==> config.mk <==
export PLATFORM = sky130hd
export DESIGN_NAME = glbl_reg_top
export DESIGN_NICKNAME = d
export VERILOG_FILES = /design/src/glbl_reg_pkg.sv /design/src/glbl_bus_decode.sv /design/src/glbl_cfg_regs.sv /design/src/glbl_intr_ctrl.sv /design/src/glbl_read_return.sv /design/src/glbl_reg_top.sv
export VERILOG_INCLUDE_DIRS = /design/src /design/src/src
export SDC_FILE = /design/constraint.sdc
export NUM_CORES = 1
export LEC_CHECK = 0
export CAP_MARGIN = 5
export CORE_ASPECT_RATIO = 0.5
export CORE_MARGIN = 4
export CORE_UTILIZATION = 40
export CTS_CLUSTER_DIAMETER = 30
export CTS_CLUSTER_SIZE = 20
export DETAILED_ROUTE_END_ITERATION = 8
export DONT_BUFFER_PORTS = 1
export PLACE_DENSITY = 0.61
export SYNTH_ARGS = -nofsm -noshare
export SYNTH_HDL_FRONTEND = slang
export SYNTH_SLANG_ARGS = --single-unit
==> constraint.sdc <==
create_clock -name mclk -period 3.6 [get_ports mclk]
set_clock_uncertainty 0.15 [all_clocks]
set_input_delay 0.54 -clock mclk [delete_from_list [all_inputs] [get_ports mclk]]
set_output_delay 0.54 -clock mclk [all_outputs]
set_load 0.05 [all_outputs]
==> src/glbl_reg_defs.svh <==
// Global register block constants: widths, addresses, reset values and field positions
`ifndef GLBL_REG_DEFS_SVH
`define GLBL_REG_DEFS_SVH

// --------------------
// Bus widths
// --------------------
`define GLBL_DATA_W          32
`define GLBL_ADDR_W          5
`define GLBL_BE_W            4

// --------------------
// Word addresses
// --------------------
`define GLBL_ADDR_CHIP_ID    5'd0
`define GLBL_ADDR_RST_CTRL   5'd1
`define GLBL_ADDR_CORE_CFG   5'd2
`define GLBL_ADDR_INTR_MASK  5'd3
`define GLBL_ADDR_INTR_STAT  5'd4
`define GLBL_ADDR_MFUNC      5'd5
`define GLBL_ADDR_MAILBOX    5'd15
// Scratch bank base, eight words, aligned to 8
`define GLBL_ADDR_SCRATCH0   5'd16

// --------------------
// Reset and constant values
// --------------------
// Manufacturer 0x8268, two cores, chip 5, rev 0x01
`define GLBL_CHIP_ID         32'h8268_2501
// Core interface and flash out of reset, rest held
`define GLBL_RST_CTRL_INIT   32'h0000_0003
// UART master enabled at power up
`define GLBL_MFUNC_INIT      32'h8000_0000
`define GLBL_SIGNATURE       32'h8273_8343
`define GLBL_RELEASE_DATE    32'h0000_0100
`define GLBL_REVISION        32'h0005_1000

// --------------------
// Reset control fields
// --------------------
`define GLBL_RST_CPU_INTF    0
`define GLBL_RST_QSPIM       1
`define GLBL_RST_SSPIM       2
`define GLBL_RST_UART0       3
`define GLBL_RST_I2CM        4
`define GLBL_RST_USB         5
`define GLBL_RST_UART1       6
`define GLBL_RST_CORE_LO     8
`define GLBL_RST_CORE_HI     9

// Core configuration fields
`define GLBL_CFG_UIRQ_LO     0
`define GLBL_CFG_UIRQ_HI     2
`define GLBL_CFG_SOFT_IRQ    3
`define GLBL_CFG_CTRL_LO     16
`define GLBL_CFG_CTRL_HI     31

// Interrupt request map
`define GLBL_IRQ_TIMER_LO    0
`define GLBL_IRQ_TIMER_HI    2
`define GLBL_IRQ_I2CM        3
`define GLBL_IRQ_USB         4
`define GLBL_IRQ_RSVD_LO     5
`define GLBL_IRQ_RSVD_HI     7
`define GLBL_IRQ_GPIO_LO     8
`define GLBL_IRQ_GPIO_HI     31

`endif

==> src/glbl_reg_pkg.sv <==
// Global register block shared types and register-select encoding
`default_nettype none

`include "glbl_reg_defs.svh"

package glbl_reg_pkg;

   // --------------------
   // Bus payload types
   // --------------------
   // One register word
   typedef logic [`GLBL_DATA_W-1:0] reg_data_t;

   // Word address on the register bus
   typedef logic [`GLBL_ADDR_W-1:0] reg_addr_t;

   // One enable per byte lane
   typedef logic [`GLBL_BE_W-1:0]   reg_be_t;

   // Interrupt request / status / line vector
   typedef logic [`GLBL_DATA_W-1:0] irq_vec_t;

   // --------------------
   // Register select
   // --------------------
   // Decoded once, shared by all storage stages
   // Scratch selects are contiguous, index by offset from SEL_SCRATCH0
   typedef enum logic [3:0] {
      SEL_CHIP_ID   = 4'd0,
      SEL_RST_CTRL  = 4'd1,
      SEL_CORE_CFG  = 4'd2,
      SEL_INTR_MASK = 4'd3,
      SEL_INTR_STAT = 4'd4,
      SEL_MFUNC     = 4'd5,
      SEL_MAILBOX   = 4'd6,
      SEL_SCRATCH0  = 4'd7,
      SEL_SCRATCH1  = 4'd8,
      SEL_SCRATCH2  = 4'd9,
      SEL_SCRATCH3  = 4'd10,
      SEL_SCRATCH4  = 4'd11,
      SEL_SCRATCH5  = 4'd12,
      SEL_SCRATCH6  = 4'd13,
      SEL_SCRATCH7  = 4'd14,
      // Reserved or dropped address, reads zero
      SEL_NONE      = 4'd15
   } reg_sel_e;

endpackage

`default_nettype wire

==> src/glbl_bus_decode.sv <==
// Register bus front end: address decode, access strobes and acknowledge
`timescale 1ns/100ps
`default_nettype none

`include "glbl_reg_defs.svh"

module glbl_bus_decode
   import glbl_reg_pkg::*;
(
   input  wire       mclk,
   input  wire       s_reset_n,
   input  wire       reg_cs,
   input  wire       reg_wr,
   input  wire       [`GLBL_ADDR_W-1:0] reg_addr,
   output reg_sel_e  reg_sel,
   output logic      wr_stb,
   output logic      acc_stb,
   output logic      reg_ack
);

   // Offset into the scratch bank
   logic [2:0] scr_idx;

   assign scr_idx = reg_addr[2:0];

   // --------------------
   // Address decode
   // --------------------
   always_comb begin
      case (reg_addr)
         `GLBL_ADDR_CHIP_ID:   reg_sel = SEL_CHIP_ID;
         `GLBL_ADDR_RST_CTRL:  reg_sel = SEL_RST_CTRL;
         `GLBL_ADDR_CORE_CFG:  reg_sel = SEL_CORE_CFG;
         `GLBL_ADDR_INTR_MASK: reg_sel = SEL_INTR_MASK;
         `GLBL_ADDR_INTR_STAT: reg_sel = SEL_INTR_STAT;
         `GLBL_ADDR_MFUNC:     reg_sel = SEL_MFUNC;
         `GLBL_ADDR_MAILBOX:   reg_sel = SEL_MAILBOX;
         default: begin
            // Scratch bank 16..23, everything else reserved
            if (reg_addr[4:3] == `GLBL_ADDR_SCRATCH0 >> 3) begin
               reg_sel = reg_sel_e'(4'(SEL_SCRATCH0) + {1'b0, scr_idx});
            end else begin
               reg_sel = SEL_NONE;
            end
         end
      endcase
   end

   // --------------------
   // Strobes and ack
   // --------------------
   // Access cycle is the one before ack rises, once per access
   assign acc_stb = reg_cs & ~reg_ack;
   assign wr_stb  = acc_stb & reg_wr;

   // Single-cycle ack pulse
   always_ff @(posedge mclk or negedge s_reset_n) begin
      if (!s_reset_n) begin
         reg_ack <= 1'b0;
      end else begin
         reg_ack <= acc_stb;
      end
   end

   // Held select means back-to-back accesses, never a stretched ack
   a_ack_pulse: assert property (@(posedge mclk) disable iff (!s_reset_n)
      reg_ack |=> !reg_ack);

   // Master must present a clean address during the access
   a_addr_known: assert property (@(posedge mclk) disable iff (!s_reset_n)
      reg_cs |-> !$isunknown(reg_addr));

endmodule

`default_nettype wire

==> src/glbl_cfg_regs.sv <==
// Configuration storage: chip id, reset control, core config, pin select, mailbox, scratch
`timescale 1ns/100ps
`default_nettype none

`include "glbl_reg_defs.svh"

module glbl_cfg_regs
   import glbl_reg_pkg::*;
(
   input  wire              mclk,
   input  wire              s_reset_n,
   input  wire reg_sel_e    reg_sel,
   input  wire              wr_stb,
   input  wire reg_data_t   wdata,
   input  wire reg_be_t     be,
   output reg_data_t        rd_val,
   output logic [1:0]       cpu_core_rst_n,
   output logic             cpu_intf_rst_n,
   output logic             qspim_rst_n,
   output logic             sspim_rst_n,
   output logic [1:0]       uart_rst_n,
   output logic             i2cm_rst_n,
   output logic             usb_rst_n,
   output logic             soft_irq,
   output logic [2:0]       user_irq,
   output logic [15:0]      cfg_riscv_ctrl,
   output reg_data_t        cfg_multi_func_sel
);

   reg_data_t         rst_ctrl;
   reg_data_t         core_cfg;
   reg_data_t         mfunc_sel;
   reg_data_t         mailbox;
   reg_data_t [7:0]   scratch;

   // Byte lanes expanded to bit mask
   reg_data_t         be_mask;
   logic              scr_hit;
   logic [2:0]        scr_idx;

   assign be_mask = {{8{be[3]}}, {8{be[2]}}, {8{be[1]}}, {8{be[0]}}};
   assign scr_hit = (reg_sel >= SEL_SCRATCH0) && (reg_sel <= SEL_SCRATCH7);
   assign scr_idx = 3'(reg_sel - SEL_SCRATCH0);

   // --------------------
   // Register storage
   // --------------------
   always_ff @(posedge mclk or negedge s_reset_n) begin
      if (!s_reset_n) begin
         rst_ctrl   <= `GLBL_RST_CTRL_INIT;
         core_cfg   <= '0;
         mfunc_sel  <= `GLBL_MFUNC_INIT;
         mailbox    <= '0;
         // Signature, release and revision words in the low three
         scratch[0] <= `GLBL_SIGNATURE;
         scratch[1] <= `GLBL_RELEASE_DATE;
         scratch[2] <= `GLBL_REVISION;
         scratch[7:3] <= '0;
      end else if (wr_stb) begin
         case (reg_sel)
            SEL_RST_CTRL: rst_ctrl  <= (rst_ctrl & ~be_mask) | (wdata & be_mask);
            SEL_CORE_CFG: core_cfg  <= (core_cfg & ~be_mask) | (wdata & be_mask);
            SEL_MFUNC:    mfunc_sel <= (mfunc_sel & ~be_mask) | (wdata & be_mask);
            SEL_MAILBOX:  mailbox   <= (mailbox & ~be_mask) | (wdata & be_mask);
            default: begin
               if (scr_hit) begin
                  scratch[scr_idx] <= (scratch[scr_idx] & ~be_mask) | (wdata & be_mask);
               end
            end
         endcase
      end
   end

   // --------------------
   // Read value
   // --------------------
   // Zero for selects owned elsewhere
   always_comb begin
      case (reg_sel)
         SEL_CHIP_ID:  rd_val = `GLBL_CHIP_ID;
         SEL_RST_CTRL: rd_val = rst_ctrl;
         SEL_CORE_CFG: rd_val = core_cfg;
         SEL_MFUNC:    rd_val = mfunc_sel;
         SEL_MAILBOX:  rd_val = mailbox;
         default:      rd_val = scr_hit ? scratch[scr_idx] : '0;
      endcase
   end

   // Reset outputs, active low straight from register bits
   assign cpu_intf_rst_n = rst_ctrl[`GLBL_RST_CPU_INTF];
   assign qspim_rst_n    = rst_ctrl[`GLBL_RST_QSPIM];
   assign sspim_rst_n    = rst_ctrl[`GLBL_RST_SSPIM];
   assign uart_rst_n     = {rst_ctrl[`GLBL_RST_UART1], rst_ctrl[`GLBL_RST_UART0]};
   assign i2cm_rst_n     = rst_ctrl[`GLBL_RST_I2CM];
   assign usb_rst_n      = rst_ctrl[`GLBL_RST_USB];
   assign cpu_core_rst_n = rst_ctrl[`GLBL_RST_CORE_HI:`GLBL_RST_CORE_LO];

   // Core interrupts and control field
   assign user_irq       = core_cfg[`GLBL_CFG_UIRQ_HI:`GLBL_CFG_UIRQ_LO];
   assign soft_irq       = core_cfg[`GLBL_CFG_SOFT_IRQ];
   assign cfg_riscv_ctrl = core_cfg[`GLBL_CFG_CTRL_HI:`GLBL_CFG_CTRL_LO];
   assign cfg_multi_func_sel = mfunc_sel;

   // Chip id is read-only, a write there leaves all storage alone
   a_chip_id_ro: assert property (@(posedge mclk) disable iff (!s_reset_n)
      (wr_stb && reg_sel == SEL_CHIP_ID)
      |=> $stable({rst_ctrl, core_cfg, mfunc_sel, mailbox, scratch}));

endmodule

`default_nettype wire

==> src/glbl_intr_ctrl.sv <==
// Interrupt storage: mask, sticky status and masked interrupt lines
`timescale 1ns/100ps
`default_nettype none

`include "glbl_reg_defs.svh"

module glbl_intr_ctrl
   import glbl_reg_pkg::*;
(
   input  wire              mclk,
   input  wire              s_reset_n,
   input  wire reg_sel_e    reg_sel,
   input  wire              wr_stb,
   input  wire reg_data_t   wdata,
   input  wire reg_be_t     be,
   input  wire [2:0]        timer_intr,
   input  wire              i2cm_intr,
   input  wire              usb_intr,
   input  wire irq_vec_t    gpio_intr,
   output reg_data_t        rd_val,
   output irq_vec_t         irq_lines
);

   irq_vec_t   hw_req;
   irq_vec_t   intr_mask;
   irq_vec_t   intr_stat;
   irq_vec_t   stat_clr;
   reg_data_t  be_mask;

   assign be_mask = {{8{be[3]}}, {8{be[2]}}, {8{be[1]}}, {8{be[0]}}};

   // --------------------
   // Request map
   // --------------------
   // GPIO 7:0 not routed, those slots stay zero
   always_comb begin
      hw_req = '0;
      hw_req[`GLBL_IRQ_TIMER_HI:`GLBL_IRQ_TIMER_LO] = timer_intr;
      hw_req[`GLBL_IRQ_I2CM] = i2cm_intr;
      hw_req[`GLBL_IRQ_USB]  = usb_intr;
      hw_req[`GLBL_IRQ_GPIO_HI:`GLBL_IRQ_GPIO_LO] =
         gpio_intr[`GLBL_IRQ_GPIO_HI:`GLBL_IRQ_GPIO_LO];
   end

   // Write-one-clear under byte lanes
   assign stat_clr = (wr_stb && reg_sel == SEL_INTR_STAT) ? (wdata & be_mask) : '0;

   // --------------------
   // Mask and status
   // --------------------
   always_ff @(posedge mclk or negedge s_reset_n) begin
      if (!s_reset_n) begin
         intr_mask <= '0;
         intr_stat <= '0;
      end else begin
         if (wr_stb && reg_sel == SEL_INTR_MASK) begin
            intr_mask <= (intr_mask & ~be_mask) | (wdata & be_mask);
         end
         // Set beats clear on the same edge
         intr_stat <= hw_req | (intr_stat & ~stat_clr);
      end
   end

   always_comb begin
      case (reg_sel)
         SEL_INTR_MASK: rd_val = intr_mask;
         SEL_INTR_STAT: rd_val = intr_stat;
         default:       rd_val = '0;
      endcase
   end

   assign irq_lines = intr_mask & intr_stat;

   // Pending bits drop only under a write-one clear
   a_stat_sticky: assert property (@(posedge mclk) disable iff (!s_reset_n)
      ((($past(intr_stat) & ~$past(stat_clr)) & ~intr_stat) == '0));

   // Unmapped request slots never latch
   a_rsvd_zero: assert property (@(posedge mclk) disable iff (!s_reset_n)
      intr_stat[`GLBL_IRQ_RSVD_HI:`GLBL_IRQ_RSVD_LO] == '0);

endmodule

`default_nettype wire

==> src/glbl_read_return.sv <==
// Read return stage: merges storage read values into the registered read data
`timescale 1ns/100ps
`default_nettype none

`include "glbl_reg_defs.svh"

module glbl_read_return
   import glbl_reg_pkg::*;
(
   input  wire              mclk,
   input  wire              s_reset_n,
   input  wire              acc_stb,
   input  wire reg_data_t   cfg_rd_val,
   input  wire reg_data_t   intr_rd_val,
   output reg_data_t        reg_rdata
);

   // --------------------
   // Merge
   // --------------------
   // Each stage drives zero for selects it does not own,
   // so an OR picks the single owner
   reg_data_t rd_merged;

   assign rd_merged = cfg_rd_val | intr_rd_val;

   // --------------------
   // Capture
   // --------------------
   // Sampled on the access cycle, valid with ack
   // Holds between accesses
   always_ff @(posedge mclk or negedge s_reset_n) begin
      if (!s_reset_n) begin
         reg_rdata <= '0;
      end else if (acc_stb) begin
         reg_rdata <= rd_merged;
      end
   end

   // Both stages never answer the same select
   a_one_owner: assert property (@(posedge mclk) disable iff (!s_reset_n)
      acc_stb |-> ((cfg_rd_val & intr_rd_val) == '0));

endmodule

`default_nettype wire

==> src/glbl_reg_top.sv <==
// Global register block top: bus decode, storage stages and read return
`timescale 1ns/100ps
`default_nettype none

`include "glbl_reg_defs.svh"

module glbl_reg_top
   import glbl_reg_pkg::*;
(
   input  wire              mclk,
   input  wire              s_reset_n,

   // Register bus
   input  wire              reg_cs,
   input  wire              reg_wr,
   input  wire reg_addr_t   reg_addr,
   input  wire reg_data_t   reg_wdata,
   input  wire reg_be_t     reg_be,
   output reg_data_t        reg_rdata,
   output logic             reg_ack,

   // Hardware interrupt requests
   input  wire [2:0]        timer_intr,
   input  wire              i2cm_intr,
   input  wire              usb_intr,
   input  wire irq_vec_t    gpio_intr,
   output irq_vec_t         irq_lines,

   // Block resets, active low
   output logic [1:0]       cpu_core_rst_n,
   output logic             cpu_intf_rst_n,
   output logic             qspim_rst_n,
   output logic             sspim_rst_n,
   output logic [1:0]       uart_rst_n,
   output logic             i2cm_rst_n,
   output logic             usb_rst_n,

   // Core configuration
   output logic             soft_irq,
   output logic [2:0]       user_irq,
   output logic [15:0]      cfg_riscv_ctrl,
   output reg_data_t        cfg_multi_func_sel
);

   reg_sel_e    reg_sel;
   logic        wr_stb;
   logic        acc_stb;
   reg_data_t   cfg_rd_val;
   reg_data_t   intr_rd_val;

   // --------------------
   // Request decode
   // --------------------
   glbl_bus_decode u_bus_decode (
      .mclk      (mclk),
      .s_reset_n (s_reset_n),
      .reg_cs    (reg_cs),
      .reg_wr    (reg_wr),
      .reg_addr  (reg_addr),
      .reg_sel   (reg_sel),
      .wr_stb    (wr_stb),
      .acc_stb   (acc_stb),
      .reg_ack   (reg_ack)
   );

   // --------------------
   // Storage, side by side
   // --------------------
   glbl_cfg_regs u_cfg_regs (
      .mclk               (mclk),
      .s_reset_n          (s_reset_n),
      .reg_sel            (reg_sel),
      .wr_stb             (wr_stb),
      .wdata              (reg_wdata),
      .be                 (reg_be),
      .rd_val             (cfg_rd_val),
      .cpu_core_rst_n     (cpu_core_rst_n),
      .cpu_intf_rst_n     (cpu_intf_rst_n),
      .qspim_rst_n        (qspim_rst_n),
      .sspim_rst_n        (sspim_rst_n),
      .uart_rst_n         (uart_rst_n),
      .i2cm_rst_n         (i2cm_rst_n),
      .usb_rst_n          (usb_rst_n),
      .soft_irq           (soft_irq),
      .user_irq           (user_irq),
      .cfg_riscv_ctrl     (cfg_riscv_ctrl),
      .cfg_multi_func_sel (cfg_multi_func_sel)
   );

   glbl_intr_ctrl u_intr_ctrl (
      .mclk       (mclk),
      .s_reset_n  (s_reset_n),
      .reg_sel    (reg_sel),
      .wr_stb     (wr_stb),
      .wdata      (reg_wdata),
      .be         (reg_be),
      .timer_intr (timer_intr),
      .i2cm_intr  (i2cm_intr),
      .usb_intr   (usb_intr),
      .gpio_intr  (gpio_intr),
      .rd_val     (intr_rd_val),
      .irq_lines  (irq_lines)
   );

   // --------------------
   // Read return
   // --------------------
   glbl_read_return u_read_return (
      .mclk        (mclk),
      .s_reset_n   (s_reset_n),
      .acc_stb     (acc_stb),
      .cfg_rd_val  (cfg_rd_val),
      .intr_rd_val (intr_rd_val),
      .reg_rdata   (reg_rdata)
   );

endmodule

`default_nettype wire

==> impl_metrics.yaml, run 1 <==
outcome:
  status: "complete, but fails checks"
  violations: "hold timing"
yosys:
  synth_top_family_by_area: "compound AO/OA/AOI/OAI gates"
  synth_cells: 2537
  yosysSeqAreaShare_pct: 45.6
  avgSynthCellArea_sq_um: 10.4
  synth_seq_cells: 481
  synth_area_sq_um: 26500
  synth-simple-area-share_pct: 16.4
  synth_edf_count: 0
  syn_nets: 2628
  ys_warn_count: 0
  synth_top_flop_cell: "dfrtp_1"
  synthMuxAreaShare_pct: 7.24
  yosysUniqueCellTypes: 66
  synthXorXnorAreaFrac_pct: 0.128
  synth-compound-area-share_pct: 25.5
  async_reset_ff_share_pct: 100
  synth_fa_ha_area_share_pct: 0.425
power:
  powerDensity_nw_per_um2: 622
  switching_share_pct: 29.5
  peakVddDrop_mv: 0.386
  p_clk_share_pct: 43.9
  leakage_nw: 13.9
  p_int_mw: 14.3
  power_switching_mw: 5.98
  seqPwrFrac_pct: 35.5
  comb_power_share_pct: 20.6
final_layout:
  area_growth_pct: 23.0
  drive_gt1_share_pct: 32.3
  final_common_cell: "dfrtp_1"
  layout_common_cells: "461 x dfrtp_1, 288 x and2_1, 263 x a31o_2, 182 x buf_4, 160 x mux2_2"
  fillerInstances: 5878
  fin_nets: 2746
  final_core_util_pct: 49.9
floorplanning:
  dieArea_sq_um: 70600
  dieHeight_um: 190
  core_sq_um: 65200
  start_util_pct: 40.6
  die_width_um: 372
  rows: 66
  ioPinCount: 208
clock_network:
  cts.sinks: 481
  cts_tree: "done"
  clkLatencyLatePin_ps: 650
  cts_max_path_buffers: 3
  h-tree-depth: 3
  path_clk_slew_ps: 50
  cts_buffers: 89
  cts_hold_buf: 90
  cts_root_buffer: "clkbuf_16"
route:
  drc: 0
  drt_iter0_markers: 2990
  firstDrtPassIters: 9
  routed_wl_mm: 98.5
  wl_per_cell_um: 27.2
  dr_total_vias: 23100
  drt-vias-per-instance: 6.39
  ant_nets: 0
placement:
  numPortBuffers: 0
  gp_congestion: 0.855
  place_hpwl_mm: 60.2
global_routing:
  grt_usage_pct: 27.6
  grt_antenna_before_repair: 6
  overflow: 0
  use_met2_pct: 40.7
  grt_pass1_vias: 22700
  use_met1_pct: 39.1
  grt_pass1_wl_mm: 149
  grtUsageMet3_pct: 7.56
  gr-max-usage-layer: "met2"
  grt_max_degree: 482
timing:
  hold_viol: 471
  final-setup-viol-count: 0
  rsz0062_at_grt: "no"
  fmax_mhz: 306
  fin_crit_sh_pct: 90.8
  worst_hold_slack_ps: -524
  worst_pin_slew_ps: 1190
  fin_crit_ps: 3270
  maxSlewHeadroom_pct: 20.5
  maxSlewViolCount: 0
  setup_tns_ps: 0
min_path:
  hold_path.class: "in2async"
setup_path:
  timing.critical_path.cells: "inv_1 -> ha_2 -> nor3_1 -> o211a_2 -> nor2_1 -> buf_4 -> inv_2 -> buf_4 -> ha_1 -> o21ai_0 -> a21oi_4 -> and2_2 -> nand2_1 -> a21o_1 -> dlygate4sd3_1"
  critPathMaxStageDelay_ps: 550
  cp_max_fo: 8
  crit_path_frequent_cell: "buf_4"
  worst-setup-path-type: "in2reg"
  cp-start-kind: "input port"
  worstPathRequired_ps: 3970
  critical_path_arrival_ps: 3630
  slowest_stage: "dlygate4sd3_1"
  cp-end-kind: "flop"
job:
  cap_violations: 0
## path summary, 6_finish.rpt
kind / startpoint / endpoint / slack [ps] / cells after the start
hold reg to reg: flop / flop / 350 / 1
hold / removal: s_reset_n / asynchronous set/reset pin / -520 / 0
setup / recovery: reg_addr[1] / u_intr_ctrl.intr_stat[3] / 330 / 15
min in group mclk: reg_be[3] / u_cfg_regs.scratch[254] / 220 / 2
max in group asynchronous: s_reset_n / u_cfg_regs.scratch[185] / 2870 / 0
setup reg to reg: u_bus_decode.reg_ack / u_intr_ctrl.intr_stat[16] / 330 / 7
## cell usage after synthesis (all sizes together), types with 54 or more instances
master | number | area (sq um)
a21boi | 62 | 465
a22oi | 73 | 562
a31o | 277 | 2430
and2 | 297 | 1860
and3 | 59 | 369
buf | 114 | 612
clkbuf | 162 | 609
dfrtp | 461 | 11500
mux2 | 160 | 1800
nand3 | 106 | 531
nor2 | 54 | 205
nor2b | 68 | 425
o2111ai | 70 | 644
o211ai | 79 | 593
o21ai | 151 | 756
## kinds of logic after synthesis
| logic type | Yosys count |
|---|---|
| and+or+nand+nor | 723 |
| xor gates and xnor gates | 3 |
| AOI/OAI and AO/OA | 867 |
| buffers and inverters | 285 |
| DFF | 481 |
| muxes | 169 |
| adders and majority gates | 9 |
## through the flow
step	setup WS, ps	cells	area, sq um	power [mW]	hold WS, ps
floorplan	124	2537	26500	9.95	94.4
global placement	56.0	3358	28500	11.1	106
detailed placement	31.8	3358	28500	11.2	109
CTS	325	3615	32600	20.2	-562
global route	152	3616	32600	21.0	-561
finish	331	3616	32600	20.2	-524
## routing by layer
layer	wire [um]	vias to the layer above
met5	23	-
met4	3080	4
met3	9770	212
met2	43000	1250
met1	42600	11800
li1	-	9858
## power by group through the flow
stage	combinational, mW	clock, mW	sequential, mW
3_5_place_dp	4.00	0	7.24
6_report	4.18	8.88	7.19
3_3_place_gp	3.94	0	7.21
5_1_grt	4.51	9.26	7.27
2_1_floorplan	2.95	0	7.00
4_1_cts	4.12	8.96	7.16
## critical path, delay by kind of cell
family                   cells  cell delay, ps
buffers and inverters        5            1010
AO/OA/AOI/OAI                4             850
AND/OR/NAND/NOR              4             760
adder cells (fa/ha/maj)      2             430
## timing repair
item,in CTS,in global routing
endpoints found under the setup margin,0,1
gates resized for setup,0,1
endpoints found under the hold margin,673,481
buffers inserted,0,0
## area by class of cell
| cell class | count | area, sq um | area share [%] |
|---|---|---|---|
| tap | 884 | 1110 | 3.40 |
| sequential | 481 | 12100 | 37.0 |
| multi-input combinational | 1771 | 13300 | 40.8 |
| clock inverter | 55 | 719 | 2.21 |
| timing repair buffer | 303 | 2890 | 8.87 |
| inverter | 9 | 33.8 | 0.104 |
| antenna | 1 | 2.50 | 0.00769 |
| clock buffer | 112 | 2460 | 7.57 |
(Power assumes the default switching activity.)
==> run 2: changes to the inputs <==
==> constraint.sdc (replaced) <==
create_clock -name mclk -period 3.2 [get_ports mclk]
set_clock_uncertainty 0.15 [all_clocks]
set_input_delay 0.48 -clock mclk [delete_from_list [all_inputs] [get_ports mclk]]
set_output_delay 0.48 -clock mclk [all_outputs]
set_load 0.05 [all_outputs]
==> run 2 against run 1 <==
  * Combinational power up 13%
  * Critical path depth unchanged
  * Critical path type unchanged
  * Worst hold slack worse by 68 ps
  * Final cell count up 1.2%
  * Global-route usage down 0.60 points
  * Utilization up 0.92 points
  * Setup slack worse by 150 ps
  * Clock power up 12%
  * The flow finishes with violations (hold timing, slew limit)
  * Highest routed layer is now met4
  * Via count up 0.40%
  * Count of clock-buffer cells in the layout up 5
  * Sequential share of layout area down 0.67 points
  * Power up 12%
==> impl_metrics.yaml, run 2 (synthesis results as in run 1) <==
outcome:
  status: "complete, but fails checks"
  violations: "hold timing, slew limit"
setup_path:
  crit_path_frequent_cell: "buf_4"
  timing.critical_path.cells: "inv_1 -> ha_2 -> nor3_2 -> o211a_2 -> nor2_4 -> inv_4 -> buf_4 -> ha_1 -> o21ai_0 -> a21oi_4 -> buf_12 -> buf_4 -> nand3_1 -> a21o_1 -> dlygate4sd3_1"
  cp-start-kind: "input port"
  cp_max_fo: 21
  cp-end-kind: "flop"
  slowest_stage: "dlygate4sd3_1"
  worst-setup-path-type: "in2reg"
  reg2reg_from: "u_bus_decode.reg_ack"
  worstPathRequired_ps: 3540
  critPathMaxStageDelay_ps: 560
  critical_path_arrival_ps: 3360
  startpoint: "reg_addr[1]"
route:
  firstDrtPassIters: 6
  wl_per_cell_um: 26.3
  drt-vias-per-instance: 6.34
  routed_wl_mm: 96.4
  dr_total_vias: 23200
  drc: 0
  ant_nets: 0
  drt_iter0_markers: 2871
floorplanning:
  start_util_pct: 40.6
  die_width_um: 372
  ioPinCount: 208
  rows: 66
  dieHeight_um: 190
  core_sq_um: 65200
  dieArea_sq_um: 70600
timing:
  maxSlewHeadroom_pct: -12.3
  worst_hold_slack_ps: -592
  worst_pin_slew_ps: 1680
  setup_slack_ps: 176
  maxSlewViolCount: 113
  fin_crit_sh_pct: 94.5
  hold_viol: 465
  fmax_mhz: 331
  rsz0062_at_grt: "no"
  fin_crit_ps: 3020
  final-setup-viol-count: 0
power:
  leakage_nw: 14.2
  peakVddDrop_mv: 0.408
  total_power_mw: 22.7
  power_switching_mw: 6.61
  switching_share_pct: 29.1
  p_int_mw: 16.1
  powerDensity_nw_per_um2: 686
  comb_power_share_pct: 20.8
  p_clk_share_pct: 43.6
  seqPwrFrac_pct: 35.6
clock_network:
  cts_max_path_buffers: 3
  cts_root_buffer: "clkbuf_16"
  clkLatencyLatePin_ps: 630
  cts_buffers: 89
  cts_hold_buf: 85
  cts_resized: 0
  cts_tree: "done"
  cts_setup_buffers: 0
  h-tree-depth: 3
  cts.sinks: 481
  path_clk_slew_ps: 50
final_layout:
  fillerInstances: 5845
  fin_nets: 2794
  final_common_cell: "dfrtp_1"
  layout_common_cells: "461 x dfrtp_1, 289 x and2_1, 263 x a31o_2, 216 x buf_4, 160 x mux2_2"
  drive_gt1_share_pct: 33.5
  area_growth_pct: 25.3
global_routing:
  grt_pass1_wl_mm: 146
  grt_antenna_before_repair: 4
  grt_max_degree: 482
  overflow: 0
  grt_usage_pct: 27.0
  grt_pass1_vias: 22600
placement:
  numPortBuffers: 0
  pre_cts_ws_ps: -265
  gp_congestion: 0.864
  place_hpwl_mm: 61.0
job:
  cap_violations: 0
min_path:
  hold_path.class: "in2async"
[run 2: changes by cell type in the layout (fill, tap and decap cells not counted), moves of 5 or more]
cell / before / now
buf_4: 182 / 216
dlygate4sd3_1: 90 / 85
inv_6: 6 / 1
clkbuf_1: 9 / 15
buf_12: 31 / 50
clkbuf_8: 13 / 8
[run 2: layout make-up]
type,instances,area (sq um),area share (%)
antenna,1,2.50,0.00755
clock buffer,117,2520,7.60
clock inverter,47,642,1.94
inverter,9,36.3,0.109
multi-input combinational,1771,13300,40.2
sequential,481,12100,36.4
tap,884,1110,3.34
timing repair buffer,351,3470,10.5
[run 2: power by group through the flow]
stage	Combinational, mW	Clock [mW]	Sequential [mW]
3_5_place_dp	4.53	0	8.15
4_1_cts	4.66	10.0	8.07
6_report	4.72	9.91	8.10
2_1_floorplan	3.33	0	7.88
5_1_grt	5.09	10.3	8.19
3_3_place_gp	4.45	0	8.13
[run 2: path summary, 6_finish.rpt]
| check | slack, ps | endpoint | cells after the start |
|---|---|---|---|
| setup / recovery | 180 | u_intr_ctrl.intr_stat[8] | 15 |
| hold / removal | -590 | u_intr_ctrl.intr_stat[4] | 0 |
| setup reg to reg | 260 | u_intr_ctrl.intr_stat[13] | 7 |
| hold reg to reg | 350 | flop | 1 |
| max in group asynchronous | 2140 | u_cfg_regs.scratch[160] | 0 |
| min in group mclk | 170 | u_cfg_regs.scratch[210] | 2 |
[run 2: worst max-delay path: cells and delay by family]
kind | cells | cell delay (ps)
AND/OR/NAND/NOR | 3 | 340
AO/OA/AOI/OAI | 4 | 830
adder cells (fa/ha/maj) | 2 | 470
buffers and inverters | 6 | 1230
[run 2: through the flow]
| stage | area (sq um) | util [%] | setup TNS [ps] | instances |
|---|---|---|---|---|
| after global routing | 33200 | 50.8 | 0 | 3660 |
| final | 33200 | 50.8 | 0 | 3661 |
| after global placement | 29100 | 44.7 | -71040 | 3411 |
| after CTS | 33200 | 50.8 | 0 | 3660 |
| after floorplan | 26600 | - | 0 | 2537 |
| after detailed placement | 29100 | 44.7 | -71340 | 3411 |
[run 2: per-layer routing]
metal | up-vias | share of wire, % | global-route usage, %
met5 | - | 0 | 0
met4 | 0 | 3.2 | 9.17
met3 | 233 | 9.5 | 6.24
met2 | 1164 | 43 | 39.4
met1 | 11800 | 44 | 39.4
li1 | 9994 | - | -
